--- config.mk ---
export PLATFORM = sky130hd
export DESIGN_NAME = sepr_top
export DESIGN_NICKNAME = d
export VERILOG_FILES = /design/src/rtl/sepr_pkg.sv /design/src/rtl/sepr_ctrl_fsm.sv /design/src/rtl/sepr_ptr_regs.sv /design/src/rtl/sepr_xfer_calc.sv /design/src/rtl/sepr_top.sv
export SDC_FILE = /design/constraint.sdc
export NUM_CORES = 1
export LEC_CHECK = 0
export BUFFER_PORTS_ARGS = -buffer_cell sky130_fd_sc_hd__buf_2
export CAP_MARGIN = 20
export CORE_UTILIZATION = 45
export DETAILED_ROUTE_END_ITERATION = 8
export GPL_TIMING_DRIVEN = 0
export PLACE_DENSITY = 0.71
export SYNTH_ARGS = -nofsm -noshare
export SYNTH_HDL_FRONTEND = slang
export SYNTH_SLANG_ARGS = --single-unit
--- constraint.sdc ---
create_clock -name core_clk -period 8.2 [get_ports core_clk]
set_input_delay 1.64 -clock core_clk [delete_from_list [all_inputs] [get_ports core_clk]]
set_output_delay 1.64 -clock core_clk [all_outputs]
set_load 0.01 [all_outputs]
--- src/rtl/sepr_pkg.sv ---
package sepr_pkg;

   // ------------------------------------------------------------------------
   // Widths
   // ------------------------------------------------------------------------

   // Local buffer addresses, endpoint pointers and the system address
   localparam int unsigned addr_w = 32;

   // DMA transfer length in bytes
   localparam int unsigned len_w = 20;

   // ------------------------------------------------------------------------
   // Buffer constants
   // ------------------------------------------------------------------------

   // Read pointer step past one header word
   localparam int unsigned word_bytes = 4;

   // Last-operation flag value for a read
   localparam logic last_op_read = 1'b0;

   // ------------------------------------------------------------------------
   // Sequencer states
   // ------------------------------------------------------------------------

   // One command in flight at a time.
   // Every state except idle finishes back in idle.
   typedef enum logic [2:0] {
      st_idle    = 3'b000,    // Waiting for a command strobe
      st_rd_ptr  = 3'b001,    // Attributes loaded, report back
      st_rd_hdr  = 3'b010,    // Header word read in flight
      st_rd_data = 3'b011,    // DMA transfer running
      st_updt    = 3'b100     // Read pointer write-back
   } sepr_state_t;

   // Encodings 101 to 111 are unused.
   // The sequencer falls back to idle if it ever lands on one.
   // Widths above are shared by all the RTL blocks and the checker.
   // The header word low two bits give the byte offset of the packet end.
   // The length math assumes word_bytes is four.
   // The system write address always moves in whole words.
   // The length itself can still end mid-word.
   // Only the low len_w bits of the length leave the block.

endpackage

--- src/rtl/sepr_ctrl_fsm.sv ---
module sepr_ctrl_fsm
   import sepr_pkg::*;
(
   input  logic core_clk,
   input  logic uctl_rst_n,
   input  logic get_rd_ptrs,      // Fetch endpoint attributes
   input  logic wr_addr_en,       // Reload system write address with the fetch
   input  logic hdr_rd,           // Read packet header word
   input  logic rd,               // Start DMA transfer
   input  logic updt_rd_buf,      // Write back read pointer, level
   input  logic mem_ack,
   input  logic dma_dn,
   input  logic ept_updt_dn,
   input  logic buf_empty_in,     // Emptiness from the pointer block
   output logic rd_ptrs_rcvd,
   output logic buf_empty,
   output logic hdr_rd_dn,
   output logic transfer_dn,
   output logic buf_updt_dn,
   output logic mem_rd,
   output logic dma_start,
   output logic ept_req_data,
   output logic ept_updt_req,
   output logic ld_ptr,           // Load attributes into pointer block
   output logic ld_hdr,           // Advance read pointer
   output logic wr_addr_load,     // Load system write address
   output logic xfer_done         // Advance system write address
);

   sepr_state_t state;
   sepr_state_t state_nxt;
   logic        mem_rd_nxt;
   logic        dma_start_nxt;
   logic        ept_updt_req_nxt;
   logic        buf_updt_dn_nxt;
   logic        dma_dn_q;         // DMA done, one cycle late

   // ------------------------------------------------------------------------
   // Next state and strobe decode
   // ------------------------------------------------------------------------
   always_comb begin
      state_nxt        = state;
      mem_rd_nxt       = mem_rd;          // Held until ack
      dma_start_nxt    = 1'b0;            // Single cycle pulse
      ept_updt_req_nxt = ept_updt_req;    // Held until done
      buf_updt_dn_nxt  = 1'b0;
      rd_ptrs_rcvd     = 1'b0;
      buf_empty        = 1'b0;
      hdr_rd_dn        = 1'b0;
      transfer_dn      = 1'b0;
      ept_req_data     = 1'b0;
      ld_ptr           = 1'b0;
      ld_hdr           = 1'b0;
      wr_addr_load     = 1'b0;
      xfer_done        = 1'b0;

      case (state)
         st_idle: begin
            if (get_rd_ptrs) begin
               ept_req_data = 1'b1;        // Same cycle as the strobe
               ld_ptr       = 1'b1;
               wr_addr_load = wr_addr_en;
               state_nxt    = st_rd_ptr;
            end else if (hdr_rd) begin
               mem_rd_nxt = 1'b1;
               state_nxt  = st_rd_hdr;
            end else if (rd) begin
               dma_start_nxt = 1'b1;
               state_nxt     = st_rd_data;
            end else if (updt_rd_buf) begin
               ept_updt_req_nxt = 1'b1;
               state_nxt        = st_updt;
            end
         end

         st_rd_ptr: begin
            rd_ptrs_rcvd = 1'b1;
            buf_empty    = buf_empty_in;    // Valid only with rd_ptrs_rcvd
            state_nxt    = st_idle;
         end

         st_rd_hdr: begin
            if (mem_ack) begin
               mem_rd_nxt = 1'b0;
               ld_hdr     = 1'b1;           // Pointer steps at end of ack cycle
               hdr_rd_dn  = 1'b1;
               state_nxt  = st_idle;
            end
         end

         st_rd_data: begin
            if (dma_dn_q) begin
               transfer_dn = 1'b1;
               xfer_done   = 1'b1;
               state_nxt   = st_idle;
            end
         end

         st_updt: begin
            if (ept_updt_dn) begin
               ept_updt_req_nxt = 1'b0;
               buf_updt_dn_nxt  = 1'b1;
            end
            if (!updt_rd_buf) state_nxt = st_idle;   // Leave once the level drops
         end

         default: state_nxt = st_idle;
      endcase
   end

   // ------------------------------------------------------------------------
   // State and registered outputs
   // ------------------------------------------------------------------------
   always_ff @(posedge core_clk or negedge uctl_rst_n) begin
      if (!uctl_rst_n) begin
         state        <= st_idle;
         mem_rd       <= 1'b0;
         dma_start    <= 1'b0;
         ept_updt_req <= 1'b0;
         buf_updt_dn  <= 1'b0;    // Registered update done
         dma_dn_q     <= 1'b0;    // Registered DMA done
      end else begin
         state        <= state_nxt;
         mem_rd       <= mem_rd_nxt;
         dma_start    <= dma_start_nxt;
         ept_updt_req <= ept_updt_req_nxt;
         buf_updt_dn  <= buf_updt_dn_nxt;
         dma_dn_q     <= dma_dn;
      end
   end

   a_state_onehot: assert property (@(posedge core_clk) disable iff (!uctl_rst_n)
      $onehot({state == st_idle, state == st_rd_ptr, state == st_rd_hdr,
               state == st_rd_data, state == st_updt}))
      else $error("sequencer state not one of the five legal states");

   a_dma_start_pulse: assert property (@(posedge core_clk) disable iff (!uctl_rst_n)
      dma_start |=> !dma_start)
      else $error("dma_start held for two cycles");

endmodule

--- src/rtl/sepr_ptr_regs.sv ---
module sepr_ptr_regs
   import sepr_pkg::*;
(
   input  logic              core_clk,
   input  logic              uctl_rst_n,
   input  logic              ld_ptr,          // Register endpoint attributes
   input  logic              ld_hdr,          // Step read pointer past header
   input  logic [addr_w-1:0] ept_start_addr,
   input  logic [addr_w-1:0] ept_end_addr,
   input  logic [addr_w-1:0] ept_rd_ptr,
   input  logic [addr_w-1:0] ept_wr_ptr,
   input  logic              ept_last_op,
   input  logic [addr_w-1:0] mem_rd_data,     // Header word from buffer memory
   input  logic              mem_dval,
   output logic [addr_w-1:0] start_addr,
   output logic [addr_w-1:0] end_addr,
   output logic [addr_w-1:0] rd_ptr,
   output logic [addr_w-1:0] next_rd_ptr,     // Captured header word
   output logic              buf_empty
);

   logic [addr_w-1:0] wr_ptr;
   logic              last_op;

   // ------------------------------------------------------------------------
   // Endpoint attributes
   // ------------------------------------------------------------------------
   always_ff @(posedge core_clk or negedge uctl_rst_n) begin
      if (!uctl_rst_n) begin
         start_addr <= '0;
         end_addr   <= '0;
         wr_ptr     <= '0;
         last_op    <= 1'b0;
      end else if (ld_ptr) begin
         start_addr <= ept_start_addr;
         end_addr   <= ept_end_addr;
         wr_ptr     <= ept_wr_ptr;
         last_op    <= ept_last_op;
      end
   end

   // Read pointer, loaded on fetch and stepped after the header read
   always_ff @(posedge core_clk or negedge uctl_rst_n) begin
      if (!uctl_rst_n) begin
         rd_ptr <= '0;
      end else if (ld_ptr) begin
         rd_ptr <= ept_rd_ptr;
      end else if (ld_hdr) begin
         if (rd_ptr > end_addr)
            rd_ptr <= start_addr;                   // Wrap past buffer end
         else
            rd_ptr <= rd_ptr + addr_w'(word_bytes); // Next word
      end
   end

   // Header word holds the next read pointer
   always_ff @(posedge core_clk) begin
      if (mem_dval) next_rd_ptr <= mem_rd_data;    // Every valid beat
   end

   // Pointers meet after a read, so nothing left to send
   assign buf_empty = (wr_ptr == rd_ptr) && (last_op == last_op_read);

   a_ld_excl: assert property (@(posedge core_clk) disable iff (!uctl_rst_n)
      !(ld_ptr && ld_hdr))
      else $error("attribute load and header advance in the same cycle");

endmodule

--- src/rtl/sepr_xfer_calc.sv ---
module sepr_xfer_calc
   import sepr_pkg::*;
(
   input  logic              core_clk,
   input  logic              uctl_rst_n,
   input  logic              wr_addr_load,     // Restart system address
   input  logic              xfer_done,        // Transfer finished, step address
   input  logic [addr_w-1:0] start_addr,
   input  logic [addr_w-1:0] end_addr,
   input  logic [addr_w-1:0] rd_ptr,
   input  logic [addr_w-1:0] next_rd_ptr,      // Header word
   input  logic [addr_w-1:0] cfg_sys_wr_addr,
   output logic [len_w-1:0]  dma_len,
   output logic [addr_w-1:0] sys_wr_addr
);

   logic [addr_w-1:0] hdr_word;      // Header word, word aligned
   logic [1:0]        hdr_lsb;       // Byte offset inside last word
   logic [addr_w-1:0] pad;           // Unused bytes of last word
   logic [addr_w-1:0] xfer_len;
   logic [addr_w-1:0] xfer_len_rnd;  // Length in whole words

   // ------------------------------------------------------------------------
   // Transfer length
   // ------------------------------------------------------------------------
   assign hdr_word = {next_rd_ptr[addr_w-1:2], 2'b00};
   assign hdr_lsb  = next_rd_ptr[1:0];
   assign pad      = (hdr_lsb == 2'b00) ? '0
                   : addr_w'(word_bytes) - addr_w'(hdr_lsb);

   always_comb begin
      if (rd_ptr <= next_rd_ptr) begin
         // Packet sits in one piece
         xfer_len = hdr_word - rd_ptr - pad;
      end else begin
         // Tail up to the buffer end, then from the start again
         xfer_len = (end_addr + addr_w'(word_bytes) - rd_ptr)
                  + (hdr_word - start_addr) - pad;
      end
   end

   assign dma_len = xfer_len[len_w-1:0];

   // Round a partial word up to the next whole one
   assign xfer_len_rnd = {xfer_len[addr_w-1:2], 2'b00}
                       + ((xfer_len[1:0] != 2'b00) ? addr_w'(word_bytes) : '0);

   // ------------------------------------------------------------------------
   // System write address
   // ------------------------------------------------------------------------
   always_ff @(posedge core_clk or negedge uctl_rst_n) begin
      if (!uctl_rst_n) begin
         sys_wr_addr <= '0;
      end else if (wr_addr_load) begin
         sys_wr_addr <= cfg_sys_wr_addr;              // Fresh base from config
      end else if (xfer_done) begin
         sys_wr_addr <= sys_wr_addr + xfer_len_rnd;   // Word granular
      end
   end

endmodule

--- src/rtl/sepr_top.sv ---
module sepr_top
   import sepr_pkg::*;
(
   input  logic              core_clk,
   input  logic              uctl_rst_n,
   // System controller commands and status
   input  logic              get_rd_ptrs,
   input  logic              wr_addr_en,
   input  logic              hdr_rd,
   input  logic              rd,
   input  logic              updt_rd_buf,
   output logic              rd_ptrs_rcvd,
   output logic              buf_empty,
   output logic              hdr_rd_dn,
   output logic              transfer_dn,
   output logic              buf_updt_dn,
   // Buffer memory
   input  logic [addr_w-1:0] mem_rd_data,
   input  logic              mem_ack,
   input  logic              mem_dval,
   output logic [addr_w-1:0] mem_addr,
   output logic              mem_rd,
   // DMA
   input  logic              dma_dn,
   input  logic [addr_w-1:0] cfg_sys_wr_addr,
   output logic              dma_start,
   output logic [addr_w-1:0] dma_laddr,
   output logic [len_w-1:0]  dma_len,
   output logic [addr_w-1:0] dma_ep_start_addr,
   output logic [addr_w-1:0] dma_ep_end_addr,
   output logic [addr_w-1:0] sys_wr_addr,
   // Endpoint store
   input  logic [addr_w-1:0] ept_start_addr,
   input  logic [addr_w-1:0] ept_end_addr,
   input  logic [addr_w-1:0] ept_rd_ptr,
   input  logic [addr_w-1:0] ept_wr_ptr,
   input  logic              ept_last_op,
   input  logic              ept_updt_dn,
   output logic              ept_req_data,
   output logic              ept_updt_req,
   output logic [addr_w-1:0] ept_wr_rd_ptr
);

   logic              ld_ptr;
   logic              ld_hdr;
   logic              wr_addr_load;
   logic              xfer_done;
   logic              ptr_buf_empty;   // Raw emptiness, before the FSM gates it
   logic [addr_w-1:0] start_addr;
   logic [addr_w-1:0] end_addr;
   logic [addr_w-1:0] rd_ptr;
   logic [addr_w-1:0] next_rd_ptr;

   sepr_ctrl_fsm i_ctrl_fsm (
      .core_clk, .uctl_rst_n, .get_rd_ptrs, .wr_addr_en, .hdr_rd, .rd, .updt_rd_buf,
      .mem_ack, .dma_dn, .ept_updt_dn, .buf_empty_in(ptr_buf_empty),
      .rd_ptrs_rcvd, .buf_empty, .hdr_rd_dn, .transfer_dn, .buf_updt_dn,
      .mem_rd, .dma_start, .ept_req_data, .ept_updt_req,
      .ld_ptr, .ld_hdr, .wr_addr_load, .xfer_done
   );

   sepr_ptr_regs i_ptr_regs (
      .core_clk, .uctl_rst_n, .ld_ptr, .ld_hdr,
      .ept_start_addr, .ept_end_addr, .ept_rd_ptr, .ept_wr_ptr, .ept_last_op,
      .mem_rd_data, .mem_dval,
      .start_addr, .end_addr, .rd_ptr, .next_rd_ptr, .buf_empty(ptr_buf_empty)
   );

   sepr_xfer_calc i_xfer_calc (
      .core_clk, .uctl_rst_n, .wr_addr_load, .xfer_done,
      .start_addr, .end_addr, .rd_ptr, .next_rd_ptr, .cfg_sys_wr_addr,
      .dma_len, .sys_wr_addr
   );

   assign mem_addr          = rd_ptr;    // Header read address
   assign dma_laddr         = rd_ptr;    // Payload starts after the header
   assign dma_ep_start_addr = start_addr;
   assign dma_ep_end_addr   = end_addr;
   assign ept_wr_rd_ptr     = {next_rd_ptr[addr_w-1:2], 2'b00};   // Word aligned write-back

endmodule

After elaboration in Yosys (flattened, before gate mapping) --
Index checks and enable logic that the tools add are counted.
Storage, ports and cells: output and inout port bits 221, register bits 201
Cells by class: reduce and logical (&&, ||, !) cells 11, $lt $le $gt $ge 2, mux-type cells 42, bitwise operators 1, add/sub/neg operators 11, eq/ne operators 15
Operators by type and width (count):
- $mux W32 | 7
- $sub A32 B32 Y32 | 5
- $add A32 B32 Y32 | 3
- $add A32 B3 Y32 const B | 2
- $eq A32 B32 Y1 | 1
- $gt A32 B32 Y1 | 1
- $le A32 B32 Y1 | 1
- $mux W1 | 24
- $mux W3 | 8
- $ne A2 B2 Y1 const B | 8
- $pmux W3 S4 | 1
- $reduce_bool A2 Y1 | 5
- $reduce_and A4 Y1 | 2
- $eq A3 B2 Y1 const B | 2
- $reduce_and A6 Y1 | 1
- $ne A5 B5 Y1 const B | 1
- $pmux W1 S2 | 2
- $sub A3 B2 Y4 const A | 1
- $eq A3 B1 Y1 const B | 1
- $eq A3 B3 Y1 const B | 1
- $logic_not A3 Y1 | 1
- $logic_not A2 Y1 | 1
- $ne A2 B1 Y1 const B | 1
- $logic_and A1 B1 Y1 | 1
- $not A1 Y1 | 1

Logic depth before layout (Yosys ltp) --
Gate-level depths: netlist of the first run.
depth after elaboration 11, depth in mapped cells 31, mapped depth without buffers 31

By module --
From an unflattened synthesis of the first run, not the netlist that was laid out.
Second synthesis, totals: cells, all modules 2088, area total of the unflattened synthesis 19012.0 µm²
Modules (own cells, without submodules):
- sepr_xfer_calc | seq. area each 800.8 µm², area an instance 10289.9 µm², cells each 1312, times used 1
- sepr_ptr_regs | seq. area each 4189.0 µm², area an instance 8056.5 µm², cells each 701, times used 1
- sepr_ctrl_fsm | seq. area each 200.2 µm², area an instance 406.6 µm², cells each 40, times used 1
- sepr_top | seq. area each 0.0 µm², area an instance 259.0 µm², cells each 35, times used 1

Least setup slack after synthesis of the first run --
Ideal clock, no wire load.
path type reg2reg, from register i_ptr_regs.rd_ptr[0], to register i_xfer_calc.sys_wr_addr[31], setup time 124 ps, path buffers 0, data arrival time 6841 ps, cell stages (with the launch flop) 29, period minus slack after synthesis 6965 ps, setup slack 1235 ps, cells stage by stage dfrtp_1 > ha_1 > fa_1 > fa_1 > inv_1 > ha_1 > or2_2 > fa_1 > a21o_1 > a21oi_1 > o21bai_1 > a2111o_1 > nand4_1 > a21oi_1 > o21a_1 > nor2_1 > xor2_1 > o21ai_0 > ha_1 > ha_1 > a21o_1 > a21oi_1 > nand2_1 > o21ai_1 > a31oi_1 > o41ai_1 > o211ai_1 > mux2i_1 > a211o_1
RTL lines:
- start: declaration | line sepr_ptr_regs.sv:17 | output logic [addr_w-1:0] rd_ptr,
- start signal: assignment | line sepr_ptr_regs.sv:47 | rd_ptr <= ept_rd_ptr;
- start signal: assignment | line sepr_ptr_regs.sv:50 | rd_ptr <= start_addr;
- start signal: assignment | line sepr_ptr_regs.sv:52 | rd_ptr <= rd_ptr + addr_w'(word_bytes);
- $sub A32 B32 Y32 | line sepr_xfer_calc.sv:37 | xfer_len = (end_addr + addr_w'(word_bytes) - rd_ptr)
- $add A32 B32 Y32 | line sepr_xfer_calc.sv:38 | + (hdr_word - start_addr) - pad;
- $sub A32 B32 Y32 | line sepr_xfer_calc.sv:38
- $mux W32 * | line sepr_xfer_calc.sv:32 | if (rd_ptr <= next_rd_ptr) begin
- net dma_len[16] | line sepr_top.sv:28 | output logic [len_w-1:0] dma_len,
- $add A32 B32 Y32 * | line sepr_xfer_calc.sv:46 | + ((xfer_len[1:0] != 2'b00) ? addr_w'(word_bytes) : '0);
- $add A32 B32 Y32 * | line sepr_xfer_calc.sv:57 | sys_wr_addr <= sys_wr_addr + xfer_len_rnd;
- $mux W32 * | line sepr_xfer_calc.sv:56 | end else if (xfer_done) begin
- $mux W32 * | line sepr_xfer_calc.sv:54 | end else if (wr_addr_load) begin
- end signal: assignment | line sepr_xfer_calc.sv:55 | sys_wr_addr <= cfg_sys_wr_addr;
- end signal: assignment | line sepr_xfer_calc.sv:57
- end: declaration | line sepr_xfer_calc.sv:14 | output logic [addr_w-1:0] sys_wr_addr
The timed path passes the listed nets; every way through them passes the cells marked *. The select of a mux whose other input is x is not followed. A chain may end at the register's enable or synchronous reset.

Worst setup path after layout of the first run --
from register i_ptr_regs.rd_ptr[0], to register i_xfer_calc.sys_wr_addr[31]
On the way: word-level cells in the longest chain between the ends 10
RTL lines (line):
- $sub A32 B32 Y32 | sepr_xfer_calc.sv:37
- $add A32 B32 Y32 | sepr_xfer_calc.sv:38
- $sub A32 B32 Y32 | sepr_xfer_calc.sv:38
- $mux W32 * | sepr_xfer_calc.sv:32
- $reduce_bool A2 Y1 | sepr_xfer_calc.sv:46
- $mux W3 | sepr_xfer_calc.sv:46
- $add A32 B32 Y32 * | sepr_xfer_calc.sv:46
- $add A32 B32 Y32 * | sepr_xfer_calc.sv:57
- $mux W32 * | sepr_xfer_calc.sv:56
- $mux W32 * | sepr_xfer_calc.sv:54
Mark *: on every way between the ends. The rest lies on a longest branch, timed or not. The select of a mux whose other input is x is not followed.

==> flow_metrics.py, run 1 <==
metrics = {
    "outcome": {
        "outcome": "complete, no violations",
    },
    "clocking": {
        "cts_buffer_depth": 3,
        "clk_latency_ns": 0.56,
        "cts.sinks": 201,
        "cts.htree.levels": 1,
        "numCtsBuffers": 23,
        "cts_tree": "done",
        "cts_root_buf": "clkbuf_16",
        "path_clk_slew_ns": 0.06,
        "cts_hold_buf": 0,
    },
    "synth": {
        "yosysMostFrequentCell": "nand2_1",
        "synth_top_area_share_pct": 22.9,
        "netlist_top_cells_count": "338 x nand2_1, 280 x inv_1, 243 x ha_1",
        "synth_edf_count": 32,
        "synth.distinct_cells": 66,
        "yosys_warnings": 0,
        "synth-main-ff-cell": "dfrtp_1",
        "syn_inst": 2178,
        "synthTopCellsByArea": "dfrtp_1 23%, ha_1 16%, fa_1 7.5%",
        "syn_area_um2": 18500,
        "syn_avg_cell_area_um2": 8.50,
        "ys_seq_area_share_pct": 28.0,
        "ys_ff_latch": 201,
        "async_flop_share_pct": 84.1,
        "yosysTopAreaCell": "dfrtp_1",
    },
    "timing": {
        "setup_tns_ns": 0,
        "slew_headroom_pct": 39.6,
        "clock.fmax_mhz": 130,
        "fin_ws_ns": 0.504,
        "finalCritPeriodShare_pct": 93.9,
        "worst_pin_slew_ns": 0.905,
        "period_needed_ns": 7.70,
        "finalSetupViolCount": 0,
        "rsz0062_at_grt": "false",
        "slew_viol_final": 0,
        "skew_ns": 0.0232,
        "hold_viol_final": 0,
    },
    "worst_setup_path": {
        "cp_num_buf_inv": 1,
        "cpPeakStageDelay_ns": 0.54,
        "cpMostUsedCell": "ha_1",
        "slowest_stage": "fa_1",
        "startpoint_type": "flop",
        "worstPathRequired_ns": 8.64,
        "setup.worst_path.end_class": "flop",
        "crit_fanout": 6,
        "cp_top_family": "compound AO/OA/AOI/OAI gates",
        "crit_arrival_ns": 8.14,
        "worstSetupPathType": "flop to flop",
    },
    "global_route": {
        "grt_max_degree": 103,
        "antenna_found_initial": 10,
        "grt_pass1_vias": 16400,
        "track_usage_pct": 29.5,
        "grt_overflow": 0,
        "grt_pass1_wl_um": 93600,
    },
    "worst_hold_path": {
        "min_path_type": "flop to flop",
    },
    "floorplan": {
        "ios": 425,
        "core_um2": 40200,
        "fp.dieH_um": 205,
        "dieArea_um2": 41900,
        "fp.dieW_um": 205,
        "start_util_pct": 46.1,
        "rows": 73,
    },
    "detailed_routing": {
        "drc": 0,
        "antenna_left": 0,
        "viasPerCell": 5.35,
        "routed_wl_um": 63100,
        "wl_per_cell_um": 19.9,
        "first_pass_iters": 6,
        "num_vias": 17000,
        "drtIter0Drc": 1180,
    },
    "place": {
        "dp.final_hpwl_um": 52400,
        "port_buffers": 422,
        "pre_cts_slack_ns": 0.430,
        "globalplace.congestion": 0.957,
    },
    "final_layout": {
        "nets": 3143,
        "synthToLayoutAreaGrowth_pct": 19.2,
        "layout-drive-gt1-share_pct": 20.5,
        "fillers": 3732,
    },
    "flow_run": {
        "maxCapViolCount": 0,
    },
}
logic make-up after synthesis:
group,synth area share [%]
simple gates,14.3
compound gates,16.4
buf+inv,9.62
fa+ha+maj,23.9
flops,28.0
xor+xnor,6.25
mux,1.49
other cells,0.0203
registers in the layout (all words and copies together) (netlist names):
name / flops
i_ptr_regs.last_op: 1
i_ctrl_fsm.dma_start: 1
i_ptr_regs.wr_ptr: 32
i_xfer_calc.sys_wr_addr: 32
i_ctrl_fsm.buf_updt_dn: 1
i_ctrl_fsm.mem_rd: 1
i_ptr_regs.end_addr: 32
i_ctrl_fsm.state: 3
i_ptr_regs.rd_ptr: 32
i_ctrl_fsm.dma_dn_q: 1
i_ptr_regs.start_addr: 32
i_ptr_regs.next_rd_ptr: 32
i_ctrl_fsm.ept_updt_req: 1
layout make-up:
| type | instances | area, µm² | share of cell area, % |
|---|---|---|---|
| multi-input cells | 1571 | 11500 | 52.4 |
| flip-flops and latches | 201 | 5190 | 23.5 |
| repair buffers | 423 | 2150 | 9.75 |
| inverters | 282 | 1060 | 4.80 |
| plain buffers | 125 | 722 | 3.27 |
| well taps | 525 | 657 | 2.98 |
| clock buffers | 26 | 587 | 2.66 |
| clock inverters | 16 | 123 | 0.556 |
| diodes | 8 | 20.0 | 0.0908 |
placed cells by master (no fill, tap or decap), drive strengths merged, types with 8 or more instances in the layout:
| cell | count |
|---|---|
| a211o | 9 |
| a211oi | 11 |
| a21o | 59 |
| a21oi | 137 |
| a22oi | 13 |
| a31oi | 15 |
| and3 | 24 |
| buf | 492 |
| clkbuf | 82 |
| clkinv | 15 |
| dfrtp | 169 |
| diode | 8 |
| edfxtp | 32 |
| fa | 69 |
| ha | 243 |
| inv | 281 |
| mux2i | 22 |
| nand2 | 338 |
| nand2b | 11 |
| nand3 | 30 |
| nand4 | 32 |
| nor2 | 110 |
| nor3 | 18 |
| nor4 | 10 |
| o21a | 27 |
| o21ai | 136 |
| o21bai | 24 |
| o22ai | 9 |
| o31ai | 8 |
| xnor2 | 60 |
| xor2 | 72 |
what timing repair did:
action | 4_1_cts | 5_1_grt
buffers inserted | 0 | 0
endpoints found under the setup margin | 0 | 1
hold endpoints to repair | 0 | 0
gates resized for setup | 0 | 1
metrics by stage:
step	hold WS [ns]	util [%]	area [µm²]	instances
2_1_floorplan	0.447	-	18500	2179
3_3_place_gp	0.452	53.0	21300	3126
3_5_place_dp	0.460	53.0	21300	3127
4_1_cts	0.473	54.8	22000	3169
5_1_grt	0.496	54.8	22000	3169
6_report	0.469	54.9	22100	3177
routing by layer:
layer  global-route usage, %  vias up  routed length, µm
li1                        -     8200                  -
met1                    37.1     7923              26200
met2                    49.4      712              29600
met3                    5.17      153               4430
met4                    13.1        4               2970
met5                       0        -                 27
final timing paths:
check                                            from                           to  slack (ns)  depth (start not counted)
max                              i_ptr_regs.rd_ptr[0]  i_xfer_calc.sys_wr_addr[31]        0.50                         28
min                        i_xfer_calc.sys_wr_addr[0]   i_xfer_calc.sys_wr_addr[0]        0.47                          2
max reg2reg                      i_ptr_regs.rd_ptr[0]  i_xfer_calc.sys_wr_addr[31]        0.50                         28
min reg2reg                i_xfer_calc.sys_wr_addr[0]   i_xfer_calc.sys_wr_addr[0]        0.47                          2
max in group asynchronous                  uctl_rst_n    i_ptr_regs.start_addr[22]        6.16                          2
min in group asynchronous                  uctl_rst_n   i_xfer_calc.sys_wr_addr[4]        1.04                          1
tightest hold or removal path: stages (launching register included):
cell and delay [ns]:
dfrtp_1 0.34, nand2_1 0.05, nand2_1 0.05
Power of run 1 is not shown: default switching activity piles up to over one toggle a cycle in this logic, so the estimate is an artifact.
==> run 2: changes to the inputs <==
Settings changed: ABC_AREA set to 1, CAP_MARGIN 20 to 15.
==> flow_metrics.py, run 2 <==
metrics = {
    "timing": {
        "slew_headroom_pct": 32.3,
        "fin_ws_ns": 1.44,
        "rsz0062_at_grt": "false",
        "finalSetupViolCount": 0,
        "slew_viol_final": 0,
        "clock.fmax_mhz": 148,
        "worst_pin_slew_ns": 1.02,
        "hold_viol_final": 0,
        "period_needed_ns": 6.76,
        "finalCritPeriodShare_pct": 82.4,
        "skew_ns": 0.0111,
        "setup_tns_ns": 0,
    },
    "place": {
        "dp.final_hpwl_um": 60800,
        "port_buffers": 422,
        "pre_cts_slack_ns": 1.57,
        "globalplace.congestion": 1.04,
        "place_area_um2": 22900,
    },
    "worst_setup_path": {
        "cpMostUsedCell": "a21oi_1",
        "worstSetupPathType": "flop to flop",
        "reg2reg_depth": 27,
        "cpPeakStageDelay_ns": 0.68,
        "r2r_setup_slack_ns": 1.44,
        "rr_endpoint": "i_xfer_calc.sys_wr_addr[25]",
        "crit_fanout": 12,
        "crit_path_end": "i_xfer_calc.sys_wr_addr[25]",
        "startpoint_type": "flop",
        "worstPathRequired_ns": 8.64,
        "crit_start": "i_ptr_regs.rd_ptr[3]",
        "rr_startpoint": "i_ptr_regs.rd_ptr[3]",
        "slowest_stage": "dfrtp_1",
        "setup.worst_path.end_class": "flop",
        "crit_arrival_ns": 7.20,
    },
    "clocking": {
        "cts_setup_buffers": 0,
        "cts_resized": 0,
        "cts_hold_buf": 0,
        "cts.sinks": 201,
        "cts.htree.levels": 1,
        "cts_tree": "done",
        "cts_root_buf": "clkbuf_16",
        "cts_buffer_depth": 3,
        "clk_latency_ns": 0.57,
        "numCtsBuffers": 25,
        "path_clk_slew_ns": 0.06,
    },
    "final_layout": {
        "layout-drive-gt1-share_pct": 18.3,
        "synthToLayoutAreaGrowth_pct": 18.5,
        "fillers": 4282,
        "layout_common_cells": "750 x nand2_1, 464 x inv_1, 436 x buf_2",
        "nets": 3718,
        "final_common_cell": "nand2_1",
        "final_cell_area_um2": 23700,
    },
    "synth": {
        "syn_area_um2": 20000,
        "syn_inst": 2751,
        "synth.distinct_cells": 58,
        "yosysMostFrequentCell": "nand2_1",
        "ys_seq_area_share_pct": 25.9,
        "async_flop_share_pct": 84.1,
        "yosysTopAreaCell": "dfrtp_1",
        "ys_ff_latch": 201,
        "yosys_warnings": 0,
        "syn_avg_cell_area_um2": 7.28,
        "netlist_top_cells_count": "750 x nand2_1, 464 x inv_1, 243 x ha_1",
        "synth_top_area_share_pct": 21.1,
        "synthTopCellsByArea": "dfrtp_1 21%, ha_1 15%, nand2_1 14%",
        "synth_edf_count": 32,
        "synth-main-ff-cell": "dfrtp_1",
    },
    "detailed_routing": {
        "first_pass_iters": 6,
        "routed_wl_um": 72500,
        "drtIter0Drc": 1614,
        "antenna_left": 0,
        "num_vias": 20000,
        "drc": 0,
        "viasPerCell": 5.25,
        "wl_per_cell_um": 19.0,
    },
    "global_route": {
        "track_usage_pct": 31.9,
        "grt_max_degree": 95,
        "grt_overflow": 0,
        "antenna_found_initial": 2,
        "grt_pass1_wl_um": 110000,
        "grt_pass1_vias": 20000,
    },
    "floorplan": {
        "core_um2": 43500,
        "start_util_pct": 46.1,
        "fp.dieW_um": 213,
        "fp.dieH_um": 213,
        "ios": 425,
        "rows": 76,
        "dieArea_um2": 45400,
    },
    "outcome": {
        "outcome": "complete, no violations",
    },
    "worst_hold_path": {
        "min_path_type": "flop to flop",
    },
    "flow_run": {
        "maxCapViolCount": 0,
    },
}
==> run 2: cell count changes in the layout (fill, tap and decap cells not counted), moves of 15 or more <==
cell	previous run	this run
inv_1	280	464
nand3_1	30	143
o21ai_1	48	1
clkbuf_1	59	23
nand2_1	338	750
nor3_1	18	37
and3_1	24	1
a21o_1	59	12
xnor2_1	60	28
o21a_1	27	4
buf_1	0	15
o21ai_0	88	177
nor2_1	110	132
==> run 2: cell families (layout without fill, tap and decap cells) <==
logic type / after synthesis / in the layout / synth area share [%]
simple gates: 1134 / 1134 / 23.6
buf+inv: 591 / 1060 / 12.6
compound gates: 415 / 415 / 11.5
fa+ha+maj: 312 / 312 / 22.1
flops: 201 / 201 / 25.9
xor+xnor: 88 / 88 / 3.85
mux: 9 / 9 / 0.456
other cells: 1 / 4 / 0.0187
==> run 2: stage by stage <==
step	instances	hold slack (ns)	util (%)
final	3808	0.478	54.6
after CTS	3806	0.478	54.6
after global routing	3807	0.496	54.6
after floorplan	2752	0.437	-
after global placement	3759	0.449	52.6
after detailed placement	3760	0.464	52.7
==> run 2: layer usage <==
| layer | wire length (µm) | track usage [%] | share of wire [%] |
|---|---|---|---|
| met1 | 29400 | 38.9 | 41 |
| met2 | 34700 | 55.5 | 48 |
| met3 | 5100 | 4.82 | 7.0 |
| met4 | 3220 | 13.7 | 4.4 |
| met5 | 0 | 0 | 0 |
==> run 2: worst min path at each step <==
stage	from	end	slack (ns)	cells past startpoint
floorplan	i_ptr_regs.last_op	i_ptr_regs.last_op	0.44	2
global placement	i_ptr_regs.last_op	i_ptr_regs.last_op	0.45	2
detailed placement	i_ptr_regs.last_op	i_ptr_regs.last_op	0.46	2
CTS	i_ptr_regs.last_op	i_ptr_regs.last_op	0.48	2
global route	i_ptr_regs.last_op	i_ptr_regs.last_op	0.50	2
finish	i_xfer_calc.sys_wr_addr[1]	i_xfer_calc.sys_wr_addr[1]	0.48	2
==> run 2: final cells by class <==
| cell class | instances | area (µm²) | area share, % |
|---|---|---|---|
| Multi-Input combinational cell | 1960 | 12300 | 51.9 |
| Sequential cell | 201 | 5190 | 21.9 |
| Timing Repair Buffer | 423 | 2150 | 9.05 |
| Inverter | 469 | 1760 | 7.42 |
| Buffer | 122 | 762 | 3.21 |
| Tap cell | 585 | 732 | 3.08 |
| Clock buffer | 32 | 702 | 2.96 |
| Clock inverter | 14 | 118 | 0.495 |
| Antenna cell | 2 | 5.00 | 0.0211 |
==> run 2: critical path, delay by kind of cell (launching register included) <==
family,cells,cell delay (ns)
adders and majority gates,6,2.44
and+or+nand+nor,6,0.87
buffers and inverters,4,0.27
AOI/OAI and AO/OA,11,2.36
DFF,1,0.68
Power of run 2 is left out for the same reason.
==> run 3: changes to the inputs <==
Settings changed: ABC_AREA 1 to 0.
Clock period 8.2 ns to 6.9 ns, I/O delays scaled along.
==> flow_metrics.py, run 3 (synthesis gave the netlist of run 1 again) <==
metrics = {
    "flow_run": {
        "maxCapViolCount": 0,
    },
    "timing": {
        "finalCritPeriodShare_pct": 98.6,
        "slew_viol_final": 0,
        "skew_ns": 0.0130,
        "hold_viol_final": 0,
        "worst_pin_slew_ns": 0.854,
        "rsz0062_at_grt": "true",
        "slew_headroom_pct": 43.1,
        "period_needed_ns": 6.80,
        "clock.fmax_mhz": 147,
        "setup_tns_ns": 0,
        "holdWs_ns": 0.489,
        "finalSetupViolCount": 0,
    },
    "global_route": {
        "track_usage_pct": 29.8,
        "grt_overflow": 0,
        "grt_pass1_wl_um": 95000,
        "grt_max_degree": 105,
        "grt_pass1_vias": 16900,
        "antenna_found_initial": 11,
    },
    "floorplan": {
        "core_um2": 40200,
        "start_util_pct": 46.1,
        "fp.dieH_um": 205,
        "fp.dieW_um": 205,
        "dieArea_um2": 41900,
        "ios": 425,
        "rows": 73,
    },
    "worst_setup_path": {
        "cp_top_family": "adder cells",
        "worstPathRequired_ns": 5.52,
        "crit_fanout": 3,
        "rr_startpoint": "i_ptr_regs.rd_ptr[0]",
        "r2r_setup_slack_ns": 0.12,
        "cpPeakStageDelay_ns": 0.55,
        "startpoint_type": "flop",
        "crit_start": "i_ptr_regs.rd_ptr[0]",
        "worstPathCellList": "ha_4 > fa_1 > fa_1 > inv_1 > ha_2 > or2_4 > fa_2 > a21o_1 > a21oi_2 > o21bai_1 > a2111o_1 > nand4_1 > a21oi_2 > o21a_1 > nor2_4 > buf_6 > o21bai_4 > xnor2_2 > mux2_4 > buf_6",
        "slowest_stage": "fa_1",
        "crit_arrival_ns": 5.42,
        "worstSetupPathType": "flop to output port",
        "cp_num_buf_inv": 3,
        "setup.worst_path.end_class": "output port",
    },
    "detailed_routing": {
        "drc": 0,
        "wl_per_cell_um": 19.9,
        "num_vias": 17200,
        "drtIter0Drc": 1145,
        "antenna_left": 0,
        "first_pass_iters": 5,
        "viasPerCell": 5.37,
        "routed_wl_um": 64000,
    },
    "final_layout": {
        "layout-drive-gt1-share_pct": 24.3,
        "fillers": 3666,
        "final_common_cell": "buf_2",
        "synthToLayoutAreaGrowth_pct": 23.7,
        "final_cell_area_um2": 22900,
        "layout_common_cells": "424 x buf_2, 336 x nand2_1, 278 x inv_1",
        "multi_input_area_um2": 12000,
        "nets": 3173,
        "seqCellArea_um2": 5200,
    },
    "clocking": {
        "clk_latency_ns": 0.55,
        "cts_tree": "done",
        "cts_root_buf": "clkbuf_16",
        "cts_buffer_depth": 3,
        "cts.htree.levels": 1,
        "cts.sinks": 201,
        "numCtsBuffers": 24,
        "path_clk_slew_ns": 0.06,
        "cts_hold_buf": 0,
    },
    "worst_hold_path": {
        "min_path_type": "flop to flop",
        "hp-start": "i_xfer_calc.sys_wr_addr[0]",
    },
    "outcome": {
        "outcome": "complete, no violations",
    },
    "place": {
        "dp.final_hpwl_um": 52400,
        "globalplace.congestion": 0.968,
        "port_buffers": 422,
        "place_area_um2": 21300,
    },
}
==> run 3: metrics by stage <==
step                util (%)  std cells  worst slack, ns
floorplan                  -       2179           0.0555
global placement        53.0       3126           -0.738
detailed placement      53.0       3127           -0.825
CTS                     56.1       3184           0.0132
global route            56.9       3204          -0.0839
finish                  56.9       3207           0.0953
==> run 3: area by class of cell <==
class	instances	area share (%)
Clock inverter	11	0.530
Antenna cell	7	0.0765
Multi-Input combinational cell	1571	52.6
Sequential cell	201	22.7
Buffer	125	3.15
Timing Repair Buffer	452	10.4
Clock buffer	33	3.05
Inverter	282	4.63
Tap cell	525	2.87
==> run 3: path summary, 6_finish.rpt <==
path | end | cells after the start
hold / removal | i_xfer_calc.sys_wr_addr[0] | 2
min in group asynchronous | i_xfer_calc.sys_wr_addr[4] | 1
max in group asynchronous | i_ptr_regs.end_addr[19] | 2
setup / recovery | dma_len[18] | 20
setup reg to reg | i_xfer_calc.sys_wr_addr[31] | 29
hold reg to reg | i_xfer_calc.sys_wr_addr[0] | 2
==> run 3: metal layers <==
| layer | GRT usage [%] | wire, µm | up-vias |
|---|---|---|---|
| met4 | 12.8 | 2760 | 8 |
| met3 | 4.77 | 4470 | 147 |
| met5 | 0 | 59 | - |
| met1 | 37.4 | 26200 | 8124 |
| li1 | - | - | 8245 |
| met2 | 50.4 | 30400 | 705 |
==> run 3: timing repair <==
item,in CTS,in global routing
gates resized for setup,58,42
setup endpoints to repair,18,15
setup buffers,13,18
pin swaps,28,48
==> run 3: tightest hold or removal path: stages, from the launching register on <==
cell and delay, ns:
dfrtp_1 0.34, nand2_1 0.05, nand2_1 0.06
Power of run 3 is left out for the same reason.
